==> src/source/mmu_config.svh <==
`ifndef MMU_CONFIG_SVH
`define MMU_CONFIG_SVH

// tlb geometry
`define TLB_NUM         16

// axi4-lite maintenance port
`define AXIL_ADDR_W     5
`define AXIL_DATA_W     32

// register byte offsets
`define REG_INDEX       5'h00
`define REG_ENTRYHI     5'h04
`define REG_ENTRYLO0    5'h08
`define REG_ENTRYLO1    5'h0C
`define REG_CMD         5'h10

`endif

==> src/source/mmu_pkg.sv <==
`include "mmu_config.svh"

package mmu_pkg;

    typedef logic [31:0] vaddr_t;
    typedef logic [31:0] paddr_t;
    typedef logic [18:0] vpn2_t;     // vaddr[31:13], one even/odd page pair
    typedef logic [7:0]  asid_t;
    typedef logic [19:0] pfn_t;
    typedef logic [2:0]  cattr_t;
    typedef logic [$clog2(`TLB_NUM)-1:0] tlb_idx_t;

    typedef enum logic [1:0] {
        XC_NONE     = 2'd0,
        XC_REFILL   = 2'd1,
        XC_INVALID  = 2'd2,
        XC_MODIFIED = 2'd3
    } xlate_exc_t;

    // encoding matches the low bits written to the cmd register
    typedef enum logic [1:0] {
        CMD_NONE  = 2'd0,
        CMD_TLBWI = 2'd1,
        CMD_TLBR  = 2'd2,
        CMD_TLBP  = 2'd3
    } tlb_cmd_t;

    typedef enum logic [1:0] {
        ST_IDLE = 2'd0,
        ST_EXEC = 2'd1,
        ST_RESP = 2'd2
    } maint_state_t;

endpackage

==> src/source/tlb_if.sv <==
`timescale 1ns/100ps

interface tlb_lookup_if;
    import mmu_pkg::*;

    vpn2_t    vpn2;
    logic     odd_page;
    asid_t    asid;
    logic     found;
    tlb_idx_t index;
    pfn_t     pfn;
    cattr_t   c;
    logic     d;
    logic     v;

    modport requester (output vpn2, odd_page, asid, input found, index, pfn, c, d, v);
    modport tlb (input vpn2, odd_page, asid, output found, index, pfn, c, d, v);
endinterface

interface tlb_maint_if;
    import mmu_pkg::*;

    logic     we;
    tlb_idx_t w_index;
    vpn2_t    w_vpn2;
    asid_t    w_asid;
    logic     w_g;
    pfn_t     w_pfn0;
    cattr_t   w_c0;
    logic     w_d0;
    logic     w_v0;
    pfn_t     w_pfn1;
    cattr_t   w_c1;
    logic     w_d1;
    logic     w_v1;

    tlb_idx_t r_index;
    vpn2_t    r_vpn2;
    asid_t    r_asid;
    logic     r_g;
    pfn_t     r_pfn0;
    cattr_t   r_c0;
    logic     r_d0;
    logic     r_v0;
    pfn_t     r_pfn1;
    cattr_t   r_c1;
    logic     r_d1;
    logic     r_v1;

    modport maint (
        output we, w_index, w_vpn2, w_asid, w_g,
        output w_pfn0, w_c0, w_d0, w_v0, w_pfn1, w_c1, w_d1, w_v1,
        output r_index,
        input  r_vpn2, r_asid, r_g, r_pfn0, r_c0, r_d0, r_v0, r_pfn1, r_c1, r_d1, r_v1
    );
    modport tlb (
        input  we, w_index, w_vpn2, w_asid, w_g,
        input  w_pfn0, w_c0, w_d0, w_v0, w_pfn1, w_c1, w_d1, w_v1,
        input  r_index,
        output r_vpn2, r_asid, r_g, r_pfn0, r_c0, r_d0, r_v0, r_pfn1, r_c1, r_d1, r_v1
    );
endinterface

==> src/source/addr_xlate.sv <==
`timescale 1ns/100ps

module addr_xlate #(
    parameter bit has_store = 1'b0
) (
    input  mmu_pkg::vaddr_t     vaddr,
    input  logic                store,    // only looked at on the data side
    input  mmu_pkg::asid_t      asid,
    tlb_lookup_if.requester     lk,
    output mmu_pkg::paddr_t     paddr,
    output mmu_pkg::cattr_t     cattr,
    output mmu_pkg::xlate_exc_t exc
);
    import mmu_pkg::*;

    localparam logic [2:0] SEG_KSEG0 = 3'b100;
    localparam logic [2:0] SEG_KSEG1 = 3'b101;
    localparam cattr_t     C_KSEG0   = 3'd3;    // cacheable
    localparam cattr_t     C_KSEG1   = 3'd2;    // uncached

    logic kseg0;
    logic kseg1;
    logic is_store;

    assign kseg0    = (vaddr[31:29] == SEG_KSEG0);
    assign kseg1    = (vaddr[31:29] == SEG_KSEG1);
    assign is_store = has_store && store;

    // tlb is searched every cycle, result ignored when unmapped
    assign lk.vpn2     = vaddr[31:13];
    assign lk.odd_page = vaddr[12];
    assign lk.asid     = asid;

    always_comb begin
        if (kseg0 || kseg1) begin
            paddr = {3'b000, vaddr[28:0]};
            cattr = kseg0 ? C_KSEG0 : C_KSEG1;
            exc   = XC_NONE;
        end else begin
            paddr = {lk.pfn, vaddr[11:0]};
            cattr = lk.c;
            if (!lk.found)
                exc = XC_REFILL;
            else if (!lk.v)
                exc = XC_INVALID;
            else if (is_store && !lk.d)
                exc = XC_MODIFIED;    // first store to a clean page
            else
                exc = XC_NONE;
        end
    end

endmodule

==> src/source/mmu_top.sv <==
`timescale 1ns/100ps
`include "mmu_config.svh"

module mmu_top (
    input  logic                      clk,
    input  logic                      rst_n,
    input  logic [`AXIL_ADDR_W-1:0]   awaddr,
    input  logic                      awvalid,
    output logic                      awready,
    input  logic [`AXIL_DATA_W-1:0]   wdata,
    input  logic [`AXIL_DATA_W/8-1:0] wstrb,
    input  logic                      wvalid,
    output logic                      wready,
    output logic [1:0]                bresp,
    output logic                      bvalid,
    input  logic                      bready,
    input  logic [`AXIL_ADDR_W-1:0]   araddr,
    input  logic                      arvalid,
    output logic                      arready,
    output logic [`AXIL_DATA_W-1:0]   rdata,
    output logic [1:0]                rresp,
    output logic                      rvalid,
    input  logic                      rready,
    input  mmu_pkg::vaddr_t           if_vaddr,
    output mmu_pkg::paddr_t           if_paddr,
    output mmu_pkg::cattr_t           if_cattr,
    output mmu_pkg::xlate_exc_t       if_exc,
    input  mmu_pkg::vaddr_t           d_vaddr,
    input  logic                      d_store,
    output mmu_pkg::paddr_t           d_paddr,
    output mmu_pkg::cattr_t           d_cattr,
    output mmu_pkg::xlate_exc_t       d_exc,
    output logic                      data_stall
);
    import mmu_pkg::*;

    asid_t cur_asid;    // from entryhi

    tlb_lookup_if fetch_lk ();
    tlb_lookup_if data_lk ();
    tlb_lookup_if s1_lk ();
    tlb_maint_if  maint_bus ();

    tlb #(
        .NUM(`TLB_NUM)
    ) u_tlb (
        .clk   (clk),
        .s0    (fetch_lk),
        .s1    (s1_lk),
        .maint (maint_bus)
    );

    addr_xlate #(
        .has_store(1'b0)
    ) u_fetch_xlate (
        .vaddr (if_vaddr),
        .store (1'b0),
        .asid  (cur_asid),
        .lk    (fetch_lk),
        .paddr (if_paddr),
        .cattr (if_cattr),
        .exc   (if_exc)
    );

    // data query reaches port 1 through the maintenance block
    addr_xlate #(
        .has_store(1'b1)
    ) u_data_xlate (
        .vaddr (d_vaddr),
        .store (d_store),
        .asid  (cur_asid),
        .lk    (data_lk),
        .paddr (d_paddr),
        .cattr (d_cattr),
        .exc   (d_exc)
    );

    tlb_maint_regs u_maint (
        .clk        (clk),
        .rst_n      (rst_n),
        .awaddr     (awaddr),
        .awvalid    (awvalid),
        .awready    (awready),
        .wdata      (wdata),
        .wstrb      (wstrb),
        .wvalid     (wvalid),
        .wready     (wready),
        .bresp      (bresp),
        .bvalid     (bvalid),
        .bready     (bready),
        .araddr     (araddr),
        .arvalid    (arvalid),
        .arready    (arready),
        .rdata      (rdata),
        .rresp      (rresp),
        .rvalid     (rvalid),
        .rready     (rready),
        .data_q     (data_lk),
        .s1         (s1_lk),
        .maint      (maint_bus),
        .cur_asid   (cur_asid),
        .data_stall (data_stall)
    );

endmodule

==> src/source/tlb.sv <==
`timescale 1ns/100ps
`include "mmu_config.svh"

module tlb #(
    parameter int NUM = `TLB_NUM
) (
    input  logic       clk,
    tlb_lookup_if.tlb  s0,     // fetch side
    tlb_lookup_if.tlb  s1,     // data side, shared with tlbp
    tlb_maint_if.tlb   maint
);
    import mmu_pkg::*;

    // entry storage, second index picks even (0) or odd (1) page
    vpn2_t  tlb_vpn2 [NUM];
    asid_t  tlb_asid [NUM];
    logic   tlb_g    [NUM];
    pfn_t   tlb_pfn  [NUM][2];
    cattr_t tlb_c    [NUM][2];
    logic   tlb_d    [NUM][2];
    logic   tlb_v    [NUM][2];

    logic [NUM-1:0] match0;
    logic [NUM-1:0] match1;
    tlb_idx_t       hit0;
    tlb_idx_t       hit1;

    // lowest matching entry wins
    function automatic tlb_idx_t first_hit(input logic [NUM-1:0] m);
        tlb_idx_t idx;
        idx = '0;
        for (int i = NUM - 1; i >= 0; i--) begin
            if (m[i])
                idx = tlb_idx_t'(i);
        end
        return idx;
    endfunction

    always_ff @(posedge clk) begin
        if (maint.we) begin
            tlb_vpn2[maint.w_index]   <= maint.w_vpn2;
            tlb_asid[maint.w_index]   <= maint.w_asid;
            tlb_g[maint.w_index]      <= maint.w_g;
            tlb_pfn[maint.w_index][0] <= maint.w_pfn0;
            tlb_c[maint.w_index][0]   <= maint.w_c0;
            tlb_d[maint.w_index][0]   <= maint.w_d0;
            tlb_v[maint.w_index][0]   <= maint.w_v0;
            tlb_pfn[maint.w_index][1] <= maint.w_pfn1;
            tlb_c[maint.w_index][1]   <= maint.w_c1;
            tlb_d[maint.w_index][1]   <= maint.w_d1;
            tlb_v[maint.w_index][1]   <= maint.w_v1;
        end
    end

    // indexed read for tlbr
    assign maint.r_vpn2 = tlb_vpn2[maint.r_index];
    assign maint.r_asid = tlb_asid[maint.r_index];
    assign maint.r_g    = tlb_g[maint.r_index];
    assign maint.r_pfn0 = tlb_pfn[maint.r_index][0];
    assign maint.r_c0   = tlb_c[maint.r_index][0];
    assign maint.r_d0   = tlb_d[maint.r_index][0];
    assign maint.r_v0   = tlb_v[maint.r_index][0];
    assign maint.r_pfn1 = tlb_pfn[maint.r_index][1];
    assign maint.r_c1   = tlb_c[maint.r_index][1];
    assign maint.r_d1   = tlb_d[maint.r_index][1];
    assign maint.r_v1   = tlb_v[maint.r_index][1];

    for (genvar i = 0; i < NUM; i++) begin : g_match
        assign match0[i] = (s0.vpn2 == tlb_vpn2[i]) && ((s0.asid == tlb_asid[i]) || tlb_g[i]);
        assign match1[i] = (s1.vpn2 == tlb_vpn2[i]) && ((s1.asid == tlb_asid[i]) || tlb_g[i]);
    end

    assign hit0 = first_hit(match0);
    assign hit1 = first_hit(match1);

    // miss forces every result field to zero
    assign s0.found = |match0;
    assign s0.index = s0.found ? hit0 : '0;
    assign s0.pfn   = s0.found ? tlb_pfn[hit0][s0.odd_page] : '0;
    assign s0.c     = s0.found ? tlb_c[hit0][s0.odd_page] : '0;
    assign s0.d     = s0.found & tlb_d[hit0][s0.odd_page];
    assign s0.v     = s0.found & tlb_v[hit0][s0.odd_page];

    assign s1.found = |match1;
    assign s1.index = s1.found ? hit1 : '0;
    assign s1.pfn   = s1.found ? tlb_pfn[hit1][s1.odd_page] : '0;
    assign s1.c     = s1.found ? tlb_c[hit1][s1.odd_page] : '0;
    assign s1.d     = s1.found & tlb_d[hit1][s1.odd_page];
    assign s1.v     = s1.found & tlb_v[hit1][s1.odd_page];

endmodule

==> src/source/tlb_maint_regs.sv <==
`timescale 1ns/100ps
`include "mmu_config.svh"

module tlb_maint_regs (
    input  logic                      clk,
    input  logic                      rst_n,
    input  logic [`AXIL_ADDR_W-1:0]   awaddr,
    input  logic                      awvalid,
    output logic                      awready,
    input  logic [`AXIL_DATA_W-1:0]   wdata,
    input  logic [`AXIL_DATA_W/8-1:0] wstrb,
    input  logic                      wvalid,
    output logic                      wready,
    output logic [1:0]                bresp,
    output logic                      bvalid,
    input  logic                      bready,
    input  logic [`AXIL_ADDR_W-1:0]   araddr,
    input  logic                      arvalid,
    output logic                      arready,
    output logic [`AXIL_DATA_W-1:0]   rdata,
    output logic [1:0]                rresp,
    output logic                      rvalid,
    input  logic                      rready,
    tlb_lookup_if.tlb                 data_q,
    tlb_lookup_if.requester           s1,
    tlb_maint_if.maint                maint,
    output mmu_pkg::asid_t            cur_asid,
    output logic                      data_stall
);
    import mmu_pkg::*;

    localparam int DW = `AXIL_DATA_W;
    localparam int IW = $bits(tlb_idx_t);
    // writable bits of each register
    localparam logic [DW-1:0] IDX_MASK = {1'b1, {(DW-1-IW){1'b0}}, {IW{1'b1}}};
    localparam logic [DW-1:0] HI_MASK  = 32'hffff_e0ff;
    localparam logic [DW-1:0] LO_MASK  = 32'h03ff_ffff;

    maint_state_t  state;
    tlb_cmd_t      cmd_q;
    tlb_cmd_t      wr_cmd;
    logic [DW-1:0] index_q;
    logic [DW-1:0] entryhi_q;
    logic [DW-1:0] entrylo0_q;
    logic [DW-1:0] entrylo1_q;
    logic [DW-1:0] rd_mux;
    logic          wr_hs;
    logic          rd_hs;
    logic          cmd_wr;
    logic          probe;
    tlb_idx_t      idx_f;
    vpn2_t         hi_vpn2;

    function automatic logic [DW-1:0] merge_strb(input logic [DW-1:0]   old_v,
                                                 input logic [DW-1:0]   new_v,
                                                 input logic [DW/8-1:0] strb);
        logic [DW-1:0] res;
        res = old_v;
        for (int b = 0; b < DW / 8; b++) begin
            if (strb[b])
                res[8*b +: 8] = new_v[8*b +: 8];
        end
        return res;
    endfunction

    // write channel, aw and w taken together
    assign wr_hs   = awvalid && wvalid && (state == ST_IDLE);
    assign awready = wr_hs;
    assign wready  = wr_hs;
    assign bvalid  = (state == ST_RESP);
    assign bresp   = 2'b00;
    assign wr_cmd  = tlb_cmd_t'(wdata[1:0]);
    assign cmd_wr  = wr_hs && (awaddr == `REG_CMD) && wstrb[0] && (wr_cmd != CMD_NONE);

    always_ff @(posedge clk or negedge rst_n) begin
        if (!rst_n) begin
            state <= ST_IDLE;
            cmd_q <= CMD_NONE;
        end else begin
            case (state)
                ST_IDLE: begin
                    if (cmd_wr) begin
                        cmd_q <= wr_cmd;
                        state <= ST_EXEC;
                    end else if (wr_hs) begin
                        state <= ST_RESP;    // plain register write
                    end
                end
                ST_EXEC: state <= ST_RESP;
                ST_RESP: begin
                    if (bready)
                        state <= ST_IDLE;
                end
                default: state <= ST_IDLE;
            endcase
        end
    end

    always_ff @(posedge clk or negedge rst_n) begin
        if (!rst_n) begin
            index_q    <= '0;
            entryhi_q  <= '0;
            entrylo0_q <= '0;
            entrylo1_q <= '0;
        end else if (wr_hs) begin
            case (awaddr)
                `REG_INDEX:    index_q    <= merge_strb(index_q, wdata, wstrb) & IDX_MASK;
                `REG_ENTRYHI:  entryhi_q  <= merge_strb(entryhi_q, wdata, wstrb) & HI_MASK;
                `REG_ENTRYLO0: entrylo0_q <= merge_strb(entrylo0_q, wdata, wstrb) & LO_MASK;
                `REG_ENTRYLO1: entrylo1_q <= merge_strb(entrylo1_q, wdata, wstrb) & LO_MASK;
                default: ;
            endcase
        end else if (state == ST_EXEC) begin
            case (cmd_q)
                CMD_TLBR: begin
                    entryhi_q  <= {maint.r_vpn2, 5'b0, maint.r_asid};
                    entrylo0_q <= {6'b0, maint.r_pfn0, maint.r_c0,
                                   maint.r_d0, maint.r_v0, maint.r_g};
                    entrylo1_q <= {6'b0, maint.r_pfn1, maint.r_c1,
                                   maint.r_d1, maint.r_v1, maint.r_g};
                end
                CMD_TLBP: begin
                    if (s1.found)
                        index_q <= {1'b0, {(DW-1-IW){1'b0}}, s1.index};
                    else
                        index_q[DW-1] <= 1'b1;    // P, index left as is
                end
                default: ;
            endcase
        end
    end

    // read channel, arready one cycle after arvalid
    assign rd_hs = arvalid && arready;
    assign rresp = 2'b00;

    always_ff @(posedge clk or negedge rst_n) begin
        if (!rst_n) begin
            arready <= 1'b0;
            rvalid  <= 1'b0;
        end else begin
            arready <= arvalid && !arready && !rvalid;
            if (rd_hs)
                rvalid <= 1'b1;
            else if (rready)
                rvalid <= 1'b0;
        end
    end

    always_comb begin
        case (araddr)
            `REG_INDEX:    rd_mux = index_q;
            `REG_ENTRYHI:  rd_mux = entryhi_q;
            `REG_ENTRYLO0: rd_mux = entrylo0_q;
            `REG_ENTRYLO1: rd_mux = entrylo1_q;
            default:       rd_mux = '0;    // cmd and holes
        endcase
    end

    always_ff @(posedge clk) begin
        if (rd_hs)
            rdata <= rd_mux;
    end

    assign idx_f    = index_q[IW-1:0];
    assign hi_vpn2  = entryhi_q[31:13];
    assign cur_asid = entryhi_q[7:0];

    // tlbp steals search port 1 for its exec cycle
    assign probe      = (state == ST_EXEC) && (cmd_q == CMD_TLBP);
    assign data_stall = probe;

    assign s1.vpn2     = probe ? hi_vpn2 : data_q.vpn2;
    assign s1.odd_page = probe ? 1'b0 : data_q.odd_page;
    assign s1.asid     = probe ? cur_asid : data_q.asid;

    assign data_q.found = s1.found;
    assign data_q.index = s1.index;
    assign data_q.pfn   = s1.pfn;
    assign data_q.c     = s1.c;
    assign data_q.d     = s1.d;
    assign data_q.v     = s1.v;

    assign maint.we      = (state == ST_EXEC) && (cmd_q == CMD_TLBWI);
    assign maint.w_index = idx_f;
    assign maint.w_vpn2  = hi_vpn2;
    assign maint.w_asid  = cur_asid;
    assign maint.w_g     = entrylo0_q[0] & entrylo1_q[0];
    assign maint.w_pfn0  = entrylo0_q[25:6];
    assign maint.w_c0    = entrylo0_q[5:3];
    assign maint.w_d0    = entrylo0_q[2];
    assign maint.w_v0    = entrylo0_q[1];
    assign maint.w_pfn1  = entrylo1_q[25:6];
    assign maint.w_c1    = entrylo1_q[5:3];
    assign maint.w_d1    = entrylo1_q[2];
    assign maint.w_v1    = entrylo1_q[1];
    assign maint.r_index = idx_f;

endmodule

==> config.mk <==
export PLATFORM = sky130hd
export DESIGN_NAME = mmu_top
export DESIGN_NICKNAME = d
export VERILOG_FILES = /design/src/source/mmu_pkg.sv /design/src/source/tlb_if.sv /design/src/source/addr_xlate.sv /design/src/source/mmu_top.sv /design/src/source/tlb.sv /design/src/source/tlb_maint_regs.sv
export VERILOG_INCLUDE_DIRS = /design/src /design/src/source
export SDC_FILE = /design/constraint.sdc
export NUM_CORES = 2
export LEC_CHECK = 0
export BUFFER_PORTS_ARGS = -buffer_cell sky130_fd_sc_hd__buf_2
export CAP_MARGIN = 5
export CORE_ASPECT_RATIO = 1.4
export CORE_MARGIN = 3
export CORE_UTILIZATION = 34
export DETAILED_ROUTE_END_ITERATION = 10
export HOLD_SLACK_MARGIN = 0.03
export PLACE_DENSITY = 0.59
export SYNTH_ARGS = -nofsm -noshare
export SYNTH_HDL_FRONTEND = slang
export SYNTH_SLANG_ARGS = --single-unit
==> constraint.sdc <==
create_clock -name clk -period 8.68 [get_ports clk]
set_input_delay 0 -clock clk [delete_from_list [all_inputs] [get_ports clk]]
set_output_delay 0 -clock clk [all_outputs]
set_load 0.005 [all_outputs]
==> out/summary.txt <==
Vert. Die Dim - 572 um
top post-synthesis cells by area - edfxtp_1 49%, mux4_2 12%, mux2i_1 6.9%
Hold WS - 26.2 ps
Initial DRT Pass Iterations - 6
vias in the first global route - 58000
post-CTS resize count - 0
setup TNS - 0 ps
Buf/Inv on CP - 6
final setup fails - 0
cell taking the most area after synthesis - edfxtp_1
Internal - 12.2 mW
clk sinks - 1370
Setup crit end kind - output port
Lkg Pwr - 32.0 nW
Slew @ Worst Pin - 1440 ps
startpoint class of the critical path - flop
DP Wirelength - 243000 um
Max Clk Rate - 0.119 GHz
final hold vios - 0
antenna violation net count after detailed routing - 0
ys async rst share - 6.57%
DRC viols - 0
Seq/Total Area, Yosys - 52.3%
Total Power - 16.7 mW
Max-cap violations - 0
vias post-DR - 60100
crit-path max cell delay - 980 ps
placed cell count - 8894
layout cell share with drive strength beyond 1 - 18.6%
Cell variety after synth - 81
Avg WL per Cell - 39.4 um
routability cong. - 1.05
full die area - 0.235 mm^2
Clock Tree Buf Depth - 4
post-layout min period - 8420 ps
Synth Instances - 5953
clock root cell - clkbuf_16
Net Sw Frac - 26.8%
power per cell area - 188 mW/mm^2
Hold Path Class - in2reg
CTS Buf Count - 155
Layout Cells excl Fill - 9289
NetSw - 4.46 mW
RSZ-0062 raised after global routing - no
first-pass GRT wire length - 493000 um
Slew Viols, Final - 0
setup bufs post-CTS - 0
clock share of power - 41.1%
DRT Wirelength - 366000 um
Final Util - 39.1%
worst vdd ir - 159 uV
Synth warnings - 0
GRT Residual Overflow - 0
Slew HR - 3.21%
delay-heaviest family, CP - buffers and inverters
Layout Skew - 58.1 ps
crit-path cells - nand4b_1 > buf_4 > inv_1 > buf_4 > o2111ai_1 > and2_0 > nor4_1 > and4_1 > a31oi_1 > a21boi_0 > o31ai_2 > nor2b_4 > buf_12 > a221oi_1 > nand2_1 > nand4_1 > a21oi_1 > buf_4 > buf_2
Mean Syn Cell Area - 13.1 um^2
initial antenna violation count - 45
Setup Crit Path Kind - reg2out
top cell type's share of synthesized area - 49.4%
Most used DFF post-synth - edfxtp_1
Period Utilization, post-route - 97.0%
status - completed
Starting Density - 34.2%
area delta synth->final - 14.2%
Post-synth EDFFs - 1280
sequential share of power - 49.0%
Total Nets Final - 6239
WP data arrival - 8420 ps
CP Max Fanout - 78
I/O pin count - 234
Horiz. Die Dim - 410 um
number of port buffers - 181
CTS clock-pin slew for the worst setup and hold paths - 60 ps
Crit path top cell by count - buf_4
row count - 207
Clock Latency Late Sink - 870 ps
Comb power frac - 9.9%
Placeable Area - 0.227 mm^2
GRT Total Usage - 30.4%
Slowest cell on crit path - inv_1
critical path required time - 8680 ps
synthesized area - 0.0778 mm^2
largest net degree at the start of global routing - 159
CTS tree - done
CTS H-tree depth - 4
Seq cells post-synth - 1370
vias per cell - 6.47
DRT iter0 DRCs - 8749
==> placed cells by master (no fill, tap or decap), types with 85 or more instances in the layout <==
cell           count
nand4_1          142
a211oi_1          86
dfrtp_1           85
nand2_1          716
a21oi_1          117
mux4_2           431
buf_4            193
buf_2            180
a31oi_1           99
dlygate4sd3_1     96
xor2_1           517
edfxtp_1        1280
nor4_1           136
nand3_1           89
nor2_1           138
clkbuf_16        156
mux2i_1          535
xnor2_1          218
o21ai_0           93
a22oi_1          134
==> synthesized netlist by cell type (8+ instances only) <==
cell and number:
a2111oi_0 12, a211o_1 21, a211oi_1 86, a21boi_0 35
a21oi_1 119, a221oi_1 24, a222oi_1 14, a22o_1 37
a22oi_1 134, a311o_1 50, a311oi_1 21, a31oi_1 101
and2_1 65, and3_1 18, buf_1 57, buf_2 96
buf_4 66, clkbuf_1 270, dfrtp_1 90, edfxtp_1 1280
inv_1 67, mux2_2 8, mux2i_1 536, mux4_2 431
nand2_1 718, nand2b_1 12, nand3_1 90, nand4_1 142
nor2_1 161, nor2b_1 27, nor3_1 42, nor4_1 138
o211ai_1 8, o21ai_0 98, o221ai_1 8, o22ai_1 27
or4_1 9, xnor2_1 218, xor2_1 517
==> flip-flops by register name, summed over array words and instances (netlist names) <==
signal and cells:
u_maint.arready 1, u_maint.cmd_q 2, u_maint.entryhi_q 27, u_maint.entrylo0_q 26, u_maint.entrylo1_q 26, u_maint.index_q 5, u_maint.rdata 32, u_maint.rvalid 1
u_maint.state 2, u_tlb.tlb_asid 128, u_tlb.tlb_c 96, u_tlb.tlb_d 32, u_tlb.tlb_g 16, u_tlb.tlb_pfn 640, u_tlb.tlb_v 32, u_tlb.tlb_vpn2 304
==> worst reg2reg max path, cell delays in order, from the launching register on <==
cell,delay [ps]
dfrtp_1,390
nand4b_1,900
buf_4,520
inv_1,980
buf_4,450
nor3_1,120
o22ai_1,150
nor2_1,80
nand4_1,220
nor3_1,150
nor4_1,870
or3b_1,420
buf_4,160
nor2_1,260
or3_1,310
o21ai_0,140
dlygate4sd3_1,580
==> final cells by class <==
type                    instances  area (um^2)
diodes                         20         50.0
clock buffers                 186         4100
clock inverters                89         1050
fillers                     21500       139000
inverters                      68          263
multi-input cells            4027        35000
flip-flops and latches       1370        40700
well taps                    3030         3790
repair buffers                499         3900
==> power by group through the flow <==
stage                     logic, mW  registers (mW)  clock network, mW
final                          1.65            8.16               6.86
after floorplan               0.754            8.14                  0
after global placement         1.53            8.27                  0
after detailed placement       1.54            8.29                  0
after global routing           1.68            8.19               7.19
after CTS                      1.58            8.15               6.93
==> per-stage QoR <==
stage / area [um^2] / setup slack, ps
6_report: 88900 / 259
5_1_grt: 88800 / 152
4_1_cts: 88800 / 611
3_5_place_dp: 82600 / 1550
3_3_place_gp: 82600 / 1420
2_1_floorplan: 77800 / 1640
==> routing by layer <==
layer,up-vias,part of all wire (%),GRT usage [%]
met5,-,0.082,0
met4,42,7.9,19.6
met3,1213,11,8.17
met2,4311,45,47.6
met1,31200,36,37.0
li1,23400,-,-
==> path summary, 6_finish.rpt <==
check,from,to,slack (ps),cells after the start
max in group asynchronous,rst_n,u_maint.index_q[0],7100,4
max reg2reg,u_maint.state[1],u_maint.index_q[3],1860,16
min in group asynchronous,rst_n,u_maint.entryhi_q[30],320,4
max,u_maint.state[1],d_exc[1],260,19
min,wdata[18],u_maint.entryhi_q[18],30,3
min reg2reg,u_maint.rvalid,u_maint.arready,480,1
==> timing repair <==
item / CTS / global route
endpoints found under the hold margin: 154 / 0
setup endpoints to repair: 0 / 0
hold buffers: 97 / 0
==> cell families (layout without fill, tap and decap cells) <==
| group | after synthesis | after routing | synth area share (%) |
|---|---|---|---|
| muxes | 987 | 987 | 19.8 |
| DFF | 1370 | 1370 | 52.3 |
| buffers and inverters | 559 | 842 | 3.19 |
| and+or+nand+nor | 1453 | 1453 | 8.74 |
| AOI/OAI and AO/OA | 848 | 848 | 7.76 |
| xor gates and xnor gates | 735 | 735 | 8.27 |
| other | 1 | 24 | 0.00482 |
No activity file was read; power rests on OpenSTA's default activity.
